===== config.mk =====
export PLATFORM = sky130hd
export DESIGN_NAME = way_select
export DESIGN_NICKNAME = d
export VERILOG_FILES = /design/src/mem_pkg.sv /design/src/way_select.sv
export SDC_FILE = /design/constraint.sdc
export NUM_CORES = 1
export LEC_CHECK = 0
export BUFFER_PORTS_ARGS = -buffer_cell sky130_fd_sc_hd__buf_2
export CAP_MARGIN = 20
export CORE_MARGIN = 2
export CORE_UTILIZATION = 28
export CTS_BUF_LIST = sky130_fd_sc_hd__clkbuf_4 sky130_fd_sc_hd__clkbuf_8 sky130_fd_sc_hd__clkbuf_16
export DETAILED_ROUTE_END_ITERATION = 6
export PLACE_DENSITY = 0.79
export RECOVER_POWER = 100
export SLEW_MARGIN = 5
export SYNTH_ARGS = -nofsm -noshare
export SYNTH_HDL_FRONTEND = slang
export SYNTH_SLANG_ARGS = --single-unit

===== constraint.sdc =====
create_clock -name clk -period 1.5 [get_ports clk]
set_clock_uncertainty 0.2 [all_clocks]
set_input_delay 0.45 -clock clk [delete_from_list [all_inputs] [get_ports clk]]
set_output_delay 0.45 -clock clk [all_outputs]
set_load 0.005 [all_outputs]

===== src/mem_pkg.sv =====
package mem_pkg;

   // Byte address and data word widths
   localparam int ADDR_W = 16;
   localparam int DATA_W = 16;

   // Cache geometry
   localparam int NUM_WAYS = 2;
   localparam int WAY_W = $clog2(NUM_WAYS);
   localparam int INDEX_W = 8;
   localparam int TAG_W = 5;
   localparam int WORD_W = 2;
   localparam int WORDS_PER_BLOCK = 4;
   localparam int NUM_SETS = 1 << INDEX_W;

   // Field positions in the byte address, bit 0 unused
   localparam int INDEX_LSB = 8;
   localparam int TAG_LSB = 3;
   localparam int WORD_LSB = 1;

   // Backing memory, word addressed
   localparam int MEM_WORDS = 32768;
   localparam int MEM_ADDR_W = 15;
   localparam int MEM_READ_LATENCY = 2;

   // Access controller states
   localparam int STATE_W = 2;
   localparam logic [STATE_W-1:0] S_IDLE = 2'd0;
   localparam logic [STATE_W-1:0] S_WRITEBACK = 2'd1;
   localparam logic [STATE_W-1:0] S_FILL = 2'd2;
   localparam logic [STATE_W-1:0] S_RETRY = 2'd3;

endpackage


===== src/way_select.sv =====
`timescale 1ns/1ns

module way_select (
   input  logic                                      clk,
   input  logic                                      rst,
   input  logic                                      choose,
   input  logic [mem_pkg::NUM_WAYS-1:0]              hit,
   input  logic [mem_pkg::NUM_WAYS-1:0]              valid,
   input  logic [mem_pkg::NUM_WAYS-1:0]              dirty,
   input  logic [mem_pkg::NUM_WAYS*mem_pkg::TAG_W-1:0]  tag_vec,
   input  logic [mem_pkg::NUM_WAYS*mem_pkg::DATA_W-1:0] data_vec,
   output logic                                      any_hit,
   output logic [mem_pkg::DATA_W-1:0]                hit_data,
   output logic [mem_pkg::WAY_W-1:0]                 victim,
   output logic                                      wb_needed,
   output logic [mem_pkg::TAG_W-1:0]                 victim_tag,
   output logic [mem_pkg::DATA_W-1:0]                victim_data
);
   import mem_pkg::*;

   logic [WAY_W-1:0] candidate;
   // Fallback pointer when every way is valid
   logic [WAY_W-1:0] alt_ptr;

   assign any_hit = |hit;

   // At most one way hits per set
   always_comb begin
      hit_data = '0;
      for (int i = 0; i < NUM_WAYS; i++) begin
         if (hit[i]) begin
            hit_data = data_vec[i*DATA_W +: DATA_W];
         end
      end
   end

   // Lowest invalid way wins, else alternate
   always_comb begin
      candidate = alt_ptr;
      for (int i = NUM_WAYS - 1; i >= 0; i--) begin
         if (!valid[i]) begin
            candidate = WAY_W'(i);
         end
      end
   end

   // Candidate must be written back first
   assign wb_needed = valid[candidate] && dirty[candidate];

   always_ff @(posedge clk) begin
      if (rst) begin
         victim <= '0;
         alt_ptr <= '0;
      end else if (choose) begin
         victim <= candidate;
         alt_ptr <= alt_ptr + 1'b1;
      end
   end

   // Registered victim feeds write-back
   assign victim_tag = tag_vec[victim*TAG_W +: TAG_W];
   assign victim_data = data_vec[victim*DATA_W +: DATA_W];

endmodule


==> results of run 1 <==
-- registers in the layout (all words and copies together) (netlist names) --
name     count
alt_ptr      1
victim       1
-- per-layer routing --
| metal | part of all wire (%) | vias up | wire length (µm) | GRT usage [%] |
|---|---|---|---|---|
| met2 | 60 | 58 | 1640 | 41.7 |
| met1 | 31 | 442 | 836 | 17.6 |
| met4 | 0.77 | 0 | 21 | 4.70 |
| li1 | - | 466 | - | - |
| met3 | 8.6 | 2 | 234 | 5.14 |
| met5 | 0 | - | 0 | 0 |
-- logic make-up (layout without fill, tap and decap cells) --
group,Yosys count,after routing,synth area share (%)
simple gates,24,24,16.5
mux,22,22,48.7
buf+inv,7,106,10.0
flops,2,2,6.06
compound gates,17,17,17.4
xor+xnor,1,1,1.33
-- repair_timing --
item / CTS / global route
gates resized for setup: 45 / 14
endpoints found under the setup margin: 40 / 40
pin swaps: 16 / 12
gates cloned: 2 / 0
setup buffers: 4 / 2
-- cells in the final DEF (no fill, tap or decap) --
cell / count
mux2_4: 21
dfxtp_4: 1
xnor2_1: 1
nand2_1: 6
buf_8: 1
mux2i_1: 1
nor2b_4: 1
a22o_1: 8
clkbuf_4: 4
nand3_1: 1
buf_6: 23
dfxtp_1: 1
buf_4: 4
buf_16: 1
a21oi_1: 1
nor2_1: 2
o21ai_2: 8
buf_2: 66
buf_12: 7
nand2b_1: 2
nand2_4: 7
nand2_2: 4
or2_4: 1
-- worst min-delay path by stage --
| stage | from | to | slack [ns] |
|---|---|---|---|
| 5_1_grt | rst | alt_ptr$_SDFFE_PP0P_ | 0.21 |
| 6_report | rst | victim$_SDFFE_PP0P_ | 0.20 |
| 3_3_place_gp | alt_ptr$_SDFFE_PP0P_ | alt_ptr$_SDFFE_PP0P_ | 0.34 |
| 4_1_cts | rst | alt_ptr$_SDFFE_PP0P_ | 0.18 |
| 2_1_floorplan | victim$_SDFFE_PP0P_ | victim$_SDFFE_PP0P_ | 0.29 |
| 3_5_place_dp | alt_ptr$_SDFFE_PP0P_ | alt_ptr$_SDFFE_PP0P_ | 0.37 |
-- cell type report --
type | count | area share, %
repair buffers | 103 | 51.8
multi-input cells | 64 | 41.8
flip-flops and latches | 2 | 2.80
well taps | 28 | 2.24
clock buffers | 3 | 1.44
-- cell usage after synthesis --
cell / instances / area [µm²]
a21oi_1: 1 / 5.00
a22o_1: 8 / 70.1
buf_2: 2 / 10.0
buf_6: 5 / 56.3
dfxtp_1: 2 / 40.0
mux2_2: 1 / 11.3
mux2_4: 20 / 300
mux2i_1: 1 / 10.0
nand2_1: 17 / 63.8
nand2b_1: 2 / 12.5
nand3_1: 1 / 5.00
nor2_1: 2 / 7.51
nor2b_4: 1 / 13.8
o21ai_0: 4 / 20.0
o21ai_1: 4 / 20.0
or2_2: 1 / 6.26
xnor2_1: 1 / 8.76
-- worst max-delay path, stage by stage (launching register included) --
cell and delay, ns:
dfxtp_4 0.36, buf_12 0.16, mux2_4 0.32, buf_6 0.12
-- stage by stage --
| stage | instance area [µm²] | instances | TNS (ns) | setup slack (ns) | hold slack (ns) |
|---|---|---|---|---|---|
| 3_5_place_dp | 1180 | 190 | -6.48 | -0.288 | 0.372 |
| 2_1_floorplan | 689 | 73 | -0.995 | -0.124 | 0.288 |
| 4_1_cts | 1500 | 199 | -9.19 | -0.336 | 0.185 |
| 6_report | 1560 | 200 | -9.07 | -0.325 | 0.202 |
| 5_1_grt | 1560 | 200 | -10.26 | -0.351 | 0.214 |
| 3_3_place_gp | 1180 | 190 | -5.94 | -0.263 | 0.339 |
-- power by group through the flow --
stage | Clock, mW | Sequential (mW) | Combinational [mW]
global route | 0.123 | 0.0616 | 0.512
detailed placement | 0 | 0.0640 | 0.350
finish | 0.118 | 0.0611 | 0.481
floorplan | 0 | 0.0633 | 0.180
CTS | 0.127 | 0.0616 | 0.457
global placement | 0 | 0.0634 | 0.341
==> results.yml, run 1 <==
detailed_routing:
  vias: 968
  ant_nets: 0
  routed_wirelength_um: 2730
  first_iter_violations: 4
  dr.pass1.iters: 4
  vias_per_cell: 4.84
  route.detailed.drc: 0
  wl_per_cell_um: 13.6
global_routing:
  grtUsageTotal_pct: 19.6
  gr-total-overflow: 0
  grt_pass1_wl_um: 4080
  antenna_found_initial: 0
  grt_max_degree: 14
  grt_pass1_vias: 984
critical_path:
  cp-endpoint: "victim_tag[2]"
  crit_type: "flop to primary output"
  reg2reg_from: "alt_ptr$_SDFFE_PP0P_"
  cp-end-kind: "primary output"
  crit_fanout: 13
  r2r_cells: 5
  arrival_ns: 1.17
  reg2reg_to: "victim$_SDFFE_PP0P_"
  rrSetupSlack_ns: 0.35
  startpoint: "victim$_SDFFE_PP0P_"
  start_kind: "flop"
  critPathRequiredTime_ns: 0.85
yosys:
  synth_area_per_cell_um2: 9.05
  ys_seq_elements: 2
  seq_area_frac_synth_pct: 6.06
  synthCells: 73
  syn_area_um2: 661
  synth_warnings: 0
  synth_cell_types: 17
  syn-num-nets: 124
cells_and_area:
  nets: 225
  multi_input_area_um2: 653
  area_growth_pct: 137
  seq_area_um2: 43.8
  fin_util_pct: 70.7
  diodes: 0
  drive_gt1_share_pct: 86.6
  fillers: 149
min_path:
  hold_path_depth: 2
  hold_class: "primary input to flop"
pwr:
  swShare_pct: 31.2
  intPower_mw: 0.455
  p_leak_nw: 0.848
  clkPwrFrac_pct: 17.9
  pwr-share-comb_pct: 72.8
  p_total_mw: 0.661
  ir_drop_v: 0.000482
  p_seq_share_pct: 9.2
  p_per_area_mw_per_mm2: 423
  p_sw_mw: 0.206
timing:
  finalSetupViolCount: 40
  period_share_pct: 122
  final_max_slew_viol_count: 0
  layout_setup_ws_ns: -0.325
  fmax_mhz: 548
  post-route-min-period_ns: 1.82
  worstMarginPinSlew_ns: 0.213
  slew_headroom_pct: 85.8
  grt_setup_unrepaired: "yes"
  hold_viol_final: 0
floorplan:
  die-area_mm2: 0.00276
  core-area_mm2: 0.00221
  rows: 17
  chipHeight_um: 52.6
  start_util_pct: 29.9
  die_x_um: 52.6
  pin_count: 91
cts:
  cts_tree: "yes"
  h-tree-depth: 1
  cts_buffers: 3
  ctsHoldBuffers: 0
  clockBufferDepth: 2
  cts_root_buffer: "clkbuf_4"
  clock_sinks: 2
  clk_latency_ns: 0.22
  clkTransAtPathRegs_ns: 0.03
placed_design:
  dpl.hpwl_um: 2020
  io_buffers: 90
  place_congestion: 0.674
status:
  status: "complete, but fails checks"
  violations: "negative setup slack"
run:
  maxCapViolations: 0
Power figures use the tool's default switching activity.
==> run 2, diff against run 1 <==
- BUFFER_PORTS_ARGS: -buffer_cell sky130_fd_sc_hd__buf_2 -> -buffer_cell sky130_fd_sc_hd__buf_4
- CTS_BUF_LIST: sky130_fd_sc_hd__clkbuf_4 sky130_fd_sc_hd__clkbuf_8 sky130_fd_sc_hd__clkbuf_16 -> sky130_fd_sc_hd__clkbuf_8
==> run 2 against run 1 <==
The flow still finishes with violations (negative setup slack). Die area is the same. Maximum frequency grew 0.54%. Final cell count shrank 1.0%. Worst hold slack gained 0.0025 ns. Count of clock-buffer cells in the layout is the same. Sequential power is essentially flat. Sequential cell count is the same. Critical path type unchanged. Register-to-register slack gained 0.08 ns.
==> results.yml, run 2 (synthesis gave the netlist of run 1 again) <==
critical_path:
  crit_fanout: 13
  slowest_stage: "dfxtp_4"
  arrival_ns: 1.16
  start_kind: "flop"
  crit_type: "flop to primary output"
  cp-end-kind: "primary output"
  critPathRequiredTime_ns: 0.85
  path_cells: "buf_12 -> mux2_4 -> buf_6"
  slowest_delay_ns: 0.36
cells_and_area:
  drive_gt1_share_pct: 88.2
  diodes: 0
  area_growth_pct: 162
  nets: 223
  most-common-layout-cells: "buf_4, buf_6, mux2_4"
  final_common_cell: "buf_4"
  fin_cells: 198
  fin_util_pct: 78.2
  top_regs: "alt_ptr x1, victim x1"
floorplan:
  die-area_mm2: 0.00276
  start_util_pct: 29.9
  core-area_mm2: 0.00221
  rows: 17
  die_x_um: 52.6
  pin_count: 91
  chipHeight_um: 52.6
timing:
  layout_setup_ws_ns: -0.315
  final_max_slew_viol_count: 0
  slew_headroom_pct: 86.4
  period_share_pct: 121
  post-route-min-period_ns: 1.81
  finalSetupViolCount: 40
  worstMarginPinSlew_ns: 0.204
  hold_viol_final: 0
  fmax_mhz: 551
  grt_setup_unrepaired: "yes"
placed_design:
  place_congestion: 0.694
  dp_cells: 191
  io_buffers: 90
  dp_slack_ns: -0.246
global_routing:
  grt_pass1_wl_um: 4310
  gr-total-overflow: 0
  grt_pass1_vias: 999
  grt_max_degree: 14
  antenna_found_initial: 0
  grtUsageTotal_pct: 20.6
detailed_routing:
  dr.pass1.iters: 3
  route.detailed.drc: 0
  routed_wirelength_um: 2830
  vias_per_cell: 4.83
  wl_per_cell_um: 14.3
  ant_nets: 0
  first_iter_violations: 10
  vias: 956
status:
  violations: "negative setup slack"
  status: "complete, but fails checks"
cts:
  cts_root_buffer: "clkbuf_8"
  cts_buffers: 3
  h-tree-depth: 1
  clock_sinks: 2
  clockBufferDepth: 2
  clkTransAtPathRegs_ns: 0.03
  cts_tree: "yes"
  clk_latency_ns: 0.21
run:
  maxCapViolations: 0
pwr:
  p_leak_nw: 0.891
  ir_drop_v: 0.000700
  p_total_mw: 0.804
  p_per_area_mw_per_mm2: 465
min_path:
  hold_class: "primary input to flop"
==> run 2: final cells by class <==
cell class              instances  area [µm²]
clock buffers                   3        41.3
well taps                      28        35.0
multi-input cells              64         656
repair buffers                101         953
flip-flops and latches          2        43.8
fillers                       129         483
==> run 2: final timing paths <==
path / from / to / slack, ns / depth (start not counted)
min: rst / victim$_SDFFE_PP0P_ / 0.20 / 2
max reg2reg: victim$_SDFFE_PP0P_ / victim$_SDFFE_PP0P_ / 0.43 / 4
max: victim$_SDFFE_PP0P_ / victim_tag[0] / -0.31 / 3
min reg2reg: alt_ptr$_SDFFE_PP0P_ / alt_ptr$_SDFFE_PP0P_ / 0.48 / 3
==> run 2: critical path: cells and delay by family, from the launching register on <==
kind	cells	cell delay (ns)
buffers and inverters	2	0.28
flip-flops	1	0.36
multiplexers	1	0.32
==> run 2: where the power goes <==
part | total [mW] | switching, mW | internal, mW
registers | 0.0612 | 0.00406 | 0.0572
logic | 0.532 | 0.176 | 0.357
clock network | 0.211 | 0.0411 | 0.170
==> run 2: repair_timing <==
action / CTS / global route
endpoints found under the setup margin: 39 / 40
gates cloned: 1 / 0
pin swaps: 7 / 14
gates resized for setup: 53 / 14
hold buffers: 0 / 0
buffers inserted: 2 / 1
==> run 2: layer usage <==
metal | up-vias | routed length (µm) | global-route usage, %
met3 | 2 | 256 | 6.00
met1 | 442 | 869 | 18.3
met2 | 53 | 1690 | 44.2
li1 | 459 | - | -
met4 | 0 | 15 | 3.42
met5 | - | 0 | 0
==> run 2: through the flow <==
| step | TNS (ns) | hold WS [ns] | instance area, µm² |
|---|---|---|---|
| after floorplan | -0.995 | 0.288 | 689 |
| after global placement | -5.59 | 0.348 | 1400 |
| after detailed placement | -6.06 | 0.360 | 1400 |
| after CTS | -8.71 | 0.198 | 1660 |
| after global routing | -9.87 | 0.205 | 1730 |
| final | -8.89 | 0.204 | 1730 |
