<file path="src/mem_pkg.sv">
package mem_pkg;

   // Byte address and data word widths
   localparam int ADDR_W = 16;
   localparam int DATA_W = 16;

   // Cache geometry
   localparam int NUM_WAYS = 2;
   localparam int WAY_W = $clog2(NUM_WAYS);
   localparam int INDEX_W = 8;
   localparam int TAG_W = 5;
   localparam int WORD_W = 2;
   localparam int WORDS_PER_BLOCK = 4;
   localparam int NUM_SETS = 1 << INDEX_W;

   // Field positions in the byte address, bit 0 unused
   localparam int INDEX_LSB = 8;
   localparam int TAG_LSB = 3;
   localparam int WORD_LSB = 1;

   // Backing memory, word addressed
   localparam int MEM_WORDS = 32768;
   localparam int MEM_ADDR_W = 15;
   localparam int MEM_READ_LATENCY = 2;

   // Access controller states
   localparam int STATE_W = 2;
   localparam logic [STATE_W-1:0] S_IDLE = 2'd0;
   localparam logic [STATE_W-1:0] S_WRITEBACK = 2'd1;
   localparam logic [STATE_W-1:0] S_FILL = 2'd2;
   localparam logic [STATE_W-1:0] S_RETRY = 2'd3;

endpackage

</file>
<file path="src/cache_ctrl.sv">
`timescale 1ns/1ns

module cache_ctrl (
   input  logic                            clk,
   input  logic                            rst,
   input  logic [mem_pkg::ADDR_W-1:0]      addr,
   input  logic [mem_pkg::DATA_W-1:0]      data_in,
   input  logic                            rd,
   input  logic                            wr,
   input  logic                            any_hit,
   input  logic [mem_pkg::DATA_W-1:0]      hit_data,
   input  logic [mem_pkg::WAY_W-1:0]       victim,
   input  logic                            wb_needed,
   input  logic [mem_pkg::TAG_W-1:0]       victim_tag,
   input  logic [mem_pkg::DATA_W-1:0]      victim_data,
   input  logic [mem_pkg::DATA_W-1:0]      mem_rdata,
   input  logic                            mem_rvalid,
   output logic [mem_pkg::DATA_W-1:0]      data_out,
   output logic                            done,
   output logic                            stall,
   output logic                            cache_hit,
   output logic                            choose,
   output logic [mem_pkg::NUM_WAYS-1:0]    way_en,
   output logic [mem_pkg::INDEX_W-1:0]     index,
   output logic [mem_pkg::WORD_W-1:0]      word,
   output logic [mem_pkg::TAG_W-1:0]       tag,
   output logic [mem_pkg::DATA_W-1:0]      way_data_in,
   output logic                            way_wr,
   output logic                            fill,
   output logic                            mark_dirty,
   output logic [mem_pkg::MEM_ADDR_W-1:0]  mem_addr,
   output logic [mem_pkg::DATA_W-1:0]      mem_wdata,
   output logic                            mem_wr,
   output logic                            mem_rd
);
   import mem_pkg::*;

   logic [STATE_W-1:0] state;
   logic [STATE_W-1:0] state_n;
   // Issue count has an extra bit to mark all four reads sent
   logic [WORD_W:0]    issue_cnt;
   logic [WORD_W:0]    issue_cnt_n;
   // Words installed so far during fill
   logic [WORD_W-1:0]  fill_cnt;
   logic [WORD_W-1:0]  fill_cnt_n;
   logic               req;
   logic [TAG_W-1:0]   req_tag;
   logic [WORD_W-1:0]  req_word;

   // User holds the request until done, so no copy is kept
   assign req = rd || wr;
   assign req_tag = addr[TAG_LSB +: TAG_W];
   assign req_word = addr[WORD_LSB +: WORD_W];
   assign index = addr[INDEX_LSB +: INDEX_W];

   assign data_out = hit_data;
   assign stall = req && !done;

   always_comb begin
      state_n = state;
      issue_cnt_n = issue_cnt;
      fill_cnt_n = fill_cnt;
      done = 1'b0;
      cache_hit = 1'b0;
      choose = 1'b0;
      way_en = '0;
      word = req_word;
      tag = req_tag;
      way_data_in = data_in;
      way_wr = 1'b0;
      fill = 1'b0;
      mark_dirty = 1'b0;
      mem_addr = {index, req_tag, issue_cnt[WORD_W-1:0]};
      mem_wdata = victim_data;
      mem_wr = 1'b0;
      mem_rd = 1'b0;
      case (state)
         S_IDLE: begin
            if (req) begin
               // Compare mode on every way
               way_en = '1;
               way_wr = wr;
               mark_dirty = wr;
               if (any_hit) begin
                  done = 1'b1;
                  cache_hit = 1'b1;
               end else begin
                  choose = 1'b1;
                  issue_cnt_n = '0;
                  fill_cnt_n = '0;
                  state_n = wb_needed ? S_WRITEBACK : S_FILL;
               end
            end
         end
         S_WRITEBACK: begin
            // Old block goes back under the victim's tag
            way_en[victim] = 1'b1;
            word = issue_cnt[WORD_W-1:0];
            tag = victim_tag;
            mem_addr = {index, victim_tag, issue_cnt[WORD_W-1:0]};
            mem_wr = 1'b1;
            issue_cnt_n = issue_cnt + 1'b1;
            if (&issue_cnt[WORD_W-1:0]) begin
               issue_cnt_n = '0;
               state_n = S_FILL;
            end
         end
         S_FILL: begin
            way_en[victim] = 1'b1;
            word = fill_cnt;
            way_data_in = mem_rdata;
            // Reads go out back to back
            if (!issue_cnt[WORD_W]) begin
               mem_rd = 1'b1;
               issue_cnt_n = issue_cnt + 1'b1;
            end
            // Install each word as it returns
            if (mem_rvalid) begin
               way_wr = 1'b1;
               fill = 1'b1;
               fill_cnt_n = fill_cnt + 1'b1;
               if (&fill_cnt) begin
                  state_n = S_RETRY;
               end
            end
         end
         S_RETRY: begin
            // Block is resident now, finish the original access
            way_en = '1;
            way_wr = wr;
            mark_dirty = wr;
            done = 1'b1;
            state_n = S_IDLE;
         end
         default: begin
            state_n = S_IDLE;
         end
      endcase
   end

   always_ff @(posedge clk) begin
      if (rst) begin
         state <= S_IDLE;
         issue_cnt <= '0;
         fill_cnt <= '0;
      end else begin
         state <= state_n;
         issue_cnt <= issue_cnt_n;
         fill_cnt <= fill_cnt_n;
      end
   end

endmodule

</file>
<file path="config.mk">
export PLATFORM = sky130hd
export DESIGN_NAME = cache_ctrl
export DESIGN_NICKNAME = d
export VERILOG_FILES = /design/src/mem_pkg.sv /design/src/cache_ctrl.sv
export SDC_FILE = /design/constraint.sdc
export NUM_CORES = 1
export LEC_CHECK = 0
export ABC_AREA = 1
export BUFFER_PORTS_ARGS = -buffer_cell sky130_fd_sc_hd__buf_4
export CAP_MARGIN = 40
export CORE_ASPECT_RATIO = 1.1
export CORE_UTILIZATION = 25
export CTS_CLUSTER_SIZE = 16
export DETAILED_ROUTE_END_ITERATION = 16
export PLACE_DENSITY = 0.72
export SETUP_SLACK_MARGIN = 0.4
export SYNTH_ARGS = -nofsm -noshare
export SYNTH_HDL_FRONTEND = slang
export SYNTH_SLANG_ARGS = --single-unit
</file>
<file path="constraint.sdc">
create_clock -name clk -period 1.39 [get_ports clk]
set_clock_uncertainty 0.15 [all_clocks]
set_input_delay 0.139 -clock clk [delete_from_list [all_inputs] [get_ports clk]]
set_output_delay 0.139 -clock clk [all_outputs]
set_load 0.02 [all_outputs]
</file>
==> results of run 1 <==
layer usage:
layer	wire length [µm]	GRT usage (%)	part of all wire, %	up-vias
met4	136	8.65	2.9	0
met3	263	1.86	5.6	19
met1	1630	15.0	35	748
met2	2640	29.8	57	63
li1	-	-	-	828
met5	0	0	0	-
layout by cell type (no fill, tap or decap), types with 4 or more instances in the layout:
master / instances
buf_6: 37
nor2_4: 8
inv_2: 8
buf_4: 84
nor2_2: 5
o21ai_1: 4
nand2_2: 18
nand2_4: 17
nor2_1: 11
inv_1: 17
nand2_1: 64
power breakdown:
part | internal, mW | leakage [nW] | switching (mW)
clock network | 0.198 | 0.0228 | 0.0792
registers | 0.274 | 0.0596 | 0.0777
logic | 1.93 | 1.25 | 2.17
worst register-to-register path, delay by kind of cell (launching register included):
family,cells,cell delay (ns)
compound gates,1,0.17
flops,1,0.36
fa+ha+maj,1,0.16
buf+inv,4,0.42
simple gates,3,0.22
timing repair:
| item | in CTS | in global routing |
|---|---|---|
| endpoints found under the setup margin | 48 | 48 |
| pin swaps | 20 | 16 |
| hold buffers | 1 | 0 |
| hold endpoints to repair | 1 | 0 |
| gates resized for setup | 47 | 26 |
| buffers inserted | 9 | 5 |
metrics by stage:
step,area [µm²],total power [mW]
after global routing,2570,5.07
after global placement,2130,3.55
after detailed placement,2130,3.60
after CTS,2430,4.40
final,2570,4.73
after floorplan,1710,2.78
layout make-up:
class / instances / area share, %
multi-input cells: 154 / 41.4
well taps: 75 / 3.65
clock buffers: 4 / 1.75
repair buffers: 123 / 41.9
flip-flops and latches: 7 / 5.94
inverters: 30 / 5.36
cell families (layout without fill, tap and decap cells):
kind of cell / Yosys count / count (layout) / synth area share [%]
and+or+nand+nor: 131 / 131 / 37.7
buffers and inverters: 90 / 157 / 39.5
AOI/OAI and AO/OA: 15 / 15 / 5.77
adders and majority gates: 8 / 8 / 7.11
DFF: 7 / 7 / 9.95
sequential cells by signal, indices dropped and copies added, names as in the netlist:
| register | count |
|---|---|
| issue_cnt | 3 |
| fill_cnt | 2 |
| state | 2 |
worst max path at each step:
stage,endpoint,cells after the start
floorplan,stall,7
global placement,word[0],6
detailed placement,word[1],6
CTS,word[1],6
global route,word[0],6
finish,word[1],6
==> flow_summary.yaml, run 1 <==
route:
  ant_nets: 0
  routedWlPerCell_um: 11.9
  first_pass_iters: 4
  vias: 1658
  wl_um: 4660
  drc: 0
  dr.first_iter.drc_count: 103
  via_per_inst: 4.22
placed_design:
  numPortBuffers: 92
  dpl.hpwl_um: 3430
  pre_cts_slack_ns: -0.134
  dp_cells: 374
  place.gp.congestion: 0.854
status:
  violations: "negative setup slack"
  outcome: "finished with violations"
global_routing:
  grt_pass1_wl_um: 7160
  grt_pass1_vias: 1705
  antenna_found_initial: 0
  grt_max_degree: 17
  grt.total_usage_pct: 15.2
  grt_overflow: 0
critical_path:
  cpPeakStageDelay_ns: 0.38
  path_buf_inv: 3
  r2r-end: "issue_cnt[0]"
  reg2regPathDepth: 9
  crit_start: "state[0]"
  cp_max_fo: 8
  crit_path_end_kind: "output pin"
  cp_cell_sequence: "inv_6 > ha_4 > inv_4 > a21oi_4 > a21oi_2 > buf_4"
  path_delay_family: "flip-flops"
  r2r-start: "state[0]"
  startpoint_type: "register"
  crit_slowest_cell: "dfxtp_4"
  reg2reg_setup_slack_ns: -0.20
  arrival_ns: 1.44
  worstPathRequired_ns: 1.10
  crit_type: "reg -> out"
clock_tree:
  cts.sinks: 7
  htreeDepth: 1
  cts_made_buffers: 3
  clkLatencyLatePin_ns: 0.22
  clk_pin_slew_ns: 0.04
  clockBufferDepth: 2
  cts_tree: "done"
  cts_root_buf: "clkbuf_8"
sta:
  fin_ws_ns: -0.339
  post-route-period-util_pct: 124
  tns_ns: -10.61
  tightest_slew_ns: 0.259
  drv_slew: 0
  fmax_ghz: 0.578
  holdWs_ns: 0.0931
  max_slew_margin_pct: 82.7
  period_needed_ns: 1.73
  rsz0062_at_grt: "true"
  setup_viol: 46
  timing.final.hold_violations: 0
yosys:
  avgSynthCellArea_um2: 5.61
  syn-num-nets: 352
  synth_edf_count: 0
  synth_top_area_share_pct: 30.9
  syn_inst: 251
  ys_warn_count: 0
  ys.flop_type: "dfxtp_1"
  synthArstFlopShare_pct: 0
  synth.most_common_cell: "nand2_1"
  synth_top_cell_by_area: "buf_4"
  seq_area_frac_synth_pct: 9.95
  synth_common_cells: "96 x nand2_1, 58 x buf_4, 25 x inv_1, 16 x nor2_1"
  ys_ff_latch: 7
  netlist_area_um2: 1410
  synth_cell_type_count: 18
  synthTopCellsByArea: "buf_4 31%, nand2_1 26%, dfxtp_1 9.9%"
floorplan:
  core_area_um2: 5400
  die_x_um: 73.6
  rows: 28
  initial_core_util_pct: 26.1
  ios: 182
  die_area_um2: 5940
  die_y_um: 80.7
power_and_ir_drop:
  p_per_area_nw_per_um2: 1840
  vdd_drop_max_mv: 0.617
  p_leak_nw: 1.33
layout:
  regArea_um2: 153
  drive_gt1_share_pct: 65.7
  final_util_pct: 47.6
  stdcell_count: 393
  num-fill-cells: 526
  syn_to_final_growth_pct: 82.3
  finalNetCount: 420
  diodes: 0
  multiInputGateArea_um2: 1060
job:
  maxCapViolations: 0
min_path:
  hold_class: "in -> reg"
  hold_start: "rst"
  min_to: "issue_cnt[0]"
  hold_depth: 4
Power figures use the tool's default switching activity.
==> run 2: changes to the inputs <==
- CORE_ASPECT_RATIO: 1.1 -> 0.5
==> run 2 against run 1 <==
The run still ends with negative setup slack left. Worst setup slack got worse by 0.0034 ns. Sequential cell count unchanged. Register-to-register slack got worse by 0.14 ns. Die area increased by 0.30%. Global-route usage increased by 1.3 points. Maximum frequency decreased by 0.20%. Via count increased by 3.3%. Largest cell class is now multi-input combinational cells. Largest power group unchanged.
==> flow_summary.yaml, run 2 (synthesis gave the netlist of run 1 again) <==
status:
  outcome: "finished with violations"
  violations: "negative setup slack"
clock_tree:
  clkLatencyLatePin_ns: 0.23
  cts_tree: "done"
  cts_made_buffers: 3
  cts_root_buf: "clkbuf_8"
  clockBufferDepth: 2
  htreeDepth: 1
  clk_pin_slew_ns: 0.04
  cts.sinks: 7
floorplan:
  rows: 18
  core_area_um2: 5160
  die_y_um: 55.1
  initial_core_util_pct: 27.3
  die_x_um: 108
  die_area_um2: 5960
  ios: 182
power_and_ir_drop:
  vdd_drop_max_mv: 0.566
  p_leak_nw: 1.37
  p_per_area_nw_per_um2: 1870
critical_path:
  crit_start: "state[1]"
  crit_path_end_kind: "register"
  critPathMostFrequentCell: "buf_6"
  worstPathRequired_ns: 1.35
  arrival_ns: 1.69
  cp_max_fo: 5
  cpPeakStageDelay_ns: 0.40
  crit_type: "reg -> reg"
  crit_slowest_cell: "dfxtp_4"
  startpoint_type: "register"
  cp_cell_sequence: "inv_4 > buf_6 > ha_4 > buf_6 > buf_6 > nand2_4 > inv_2 > o21a_1 > nor2_1 > nor2_1"
  r2r-start: "state[1]"
layout:
  syn_to_final_growth_pct: 85.5
  reg_top3: "issue_cnt (3), fill_cnt (2), state (2)"
  layout_common_cells: "88 x buf_4, 58 x nand2_1, 34 x buf_6, 22 x nand2_2, 19 x nand2_4"
  finalNetCount: 422
  final_util_pct: 50.7
  final_common_cell: "buf_4"
  drive_gt1_share_pct: 68.1
  regMostFlops: "issue_cnt"
  largest_register_ffs: 3
  stdcell_count: 390
  diodes: 0
route:
  first_pass_iters: 4
  drc: 0
  via_per_inst: 4.39
  routedWlPerCell_um: 14.0
  ant_nets: 0
  vias: 1713
  dr.first_iter.drc_count: 32
  wl_um: 5440
min_path:
  hold_class: "in -> reg"
  hold_start: "rst"
global_routing:
  antenna_found_initial: 0
  grt_pass1_vias: 1692
  grt_pass1_wl_um: 7580
  grt_overflow: 0
  grt_max_degree: 18
  grt.total_usage_pct: 16.4
placed_design:
  numPortBuffers: 92
  place.gp.congestion: 0.805
  dpl.hpwl_um: 3590
  dp_cells: 368
sta:
  rsz0062_at_grt: "true"
  tightest_slew_ns: 0.268
  timing.final.hold_violations: 0
  drv_slew: 0
  max_slew_margin_pct: 82.1
  fin_ws_ns: -0.343
  fmax_ghz: 0.577
  period_needed_ns: 1.73
  post-route-period-util_pct: 125
  setup_viol: 46
job:
  maxCapViolations: 0
## run 2: worst paths after layout
kind,to,slack [ns],cells after the start
max reg2reg,issue_cnt[0],-0.34,10
min,state[0],0.09,4
min reg2reg,fill_cnt[1],0.37,2
max,issue_cnt[0],-0.34,10
## run 2: critical path, delay by kind of cell (launching register included)
| family | cells | cell delay (ns) |
|---|---|---|
| flops | 1 | 0.40 |
| simple gates | 3 | 0.24 |
| compound gates | 1 | 0.17 |
| fa+ha+maj | 1 | 0.19 |
| buf+inv | 5 | 0.47 |
## run 2: layout make-up
cell class              instances  area [µm²]
inverters                      30         138
multi-input cells             154        1100
clock buffers                   4        45.0
well taps                      70        87.6
flip-flops and latches          7         150
repair buffers                125        1090
fillers                       435        2540
## run 2: timing repair
| item | 4_1_cts | 5_1_grt |
|---|---|---|
| setup buffers | 12 | 5 |
| pin swaps | 13 | 15 |
| endpoints found under the setup margin | 48 | 48 |
| gates resized for setup | 60 | 18 |
| hold endpoints to repair | 1 | 0 |
| hold buffers | 1 | 0 |
## run 2: stage by stage
| step | cell area (µm²) | power (mW) | hold WS, ns | setup WS [ns] | setup TNS, ns |
|---|---|---|---|---|---|
| 2_1_floorplan | 1710 | 2.78 | 0.0581 | -0.0474 | -0.155 |
| 3_3_place_gp | 2120 | 3.55 | 0.128 | -0.0815 | -1.63 |
| 3_5_place_dp | 2120 | 3.60 | 0.128 | -0.123 | -3.03 |
| 4_1_cts | 2500 | 4.53 | 0.0947 | -0.304 | -11.02 |
| 5_1_grt | 2610 | 5.17 | 0.128 | -0.419 | -14.94 |
| 6_report | 2610 | 4.88 | 0.0922 | -0.343 | -12.60 |
## run 2: layer usage
layer	vias to the layer above	GRT usage (%)	part of all wire, %
met5	-	0	0
met4	0	13.0	5.4
met3	43	2.46	4.4
met2	54	33.1	56
met1	780	16.1	35
li1	836	-	-
## run 2: report_power, final
part | internal [mW] | leakage, nW | switching, mW
sequential | 0.271 | 0.0593 | 0.0814
clock | 0.198 | 0.0228 | 0.0884
combinational | 1.98 | 1.29 | 2.27
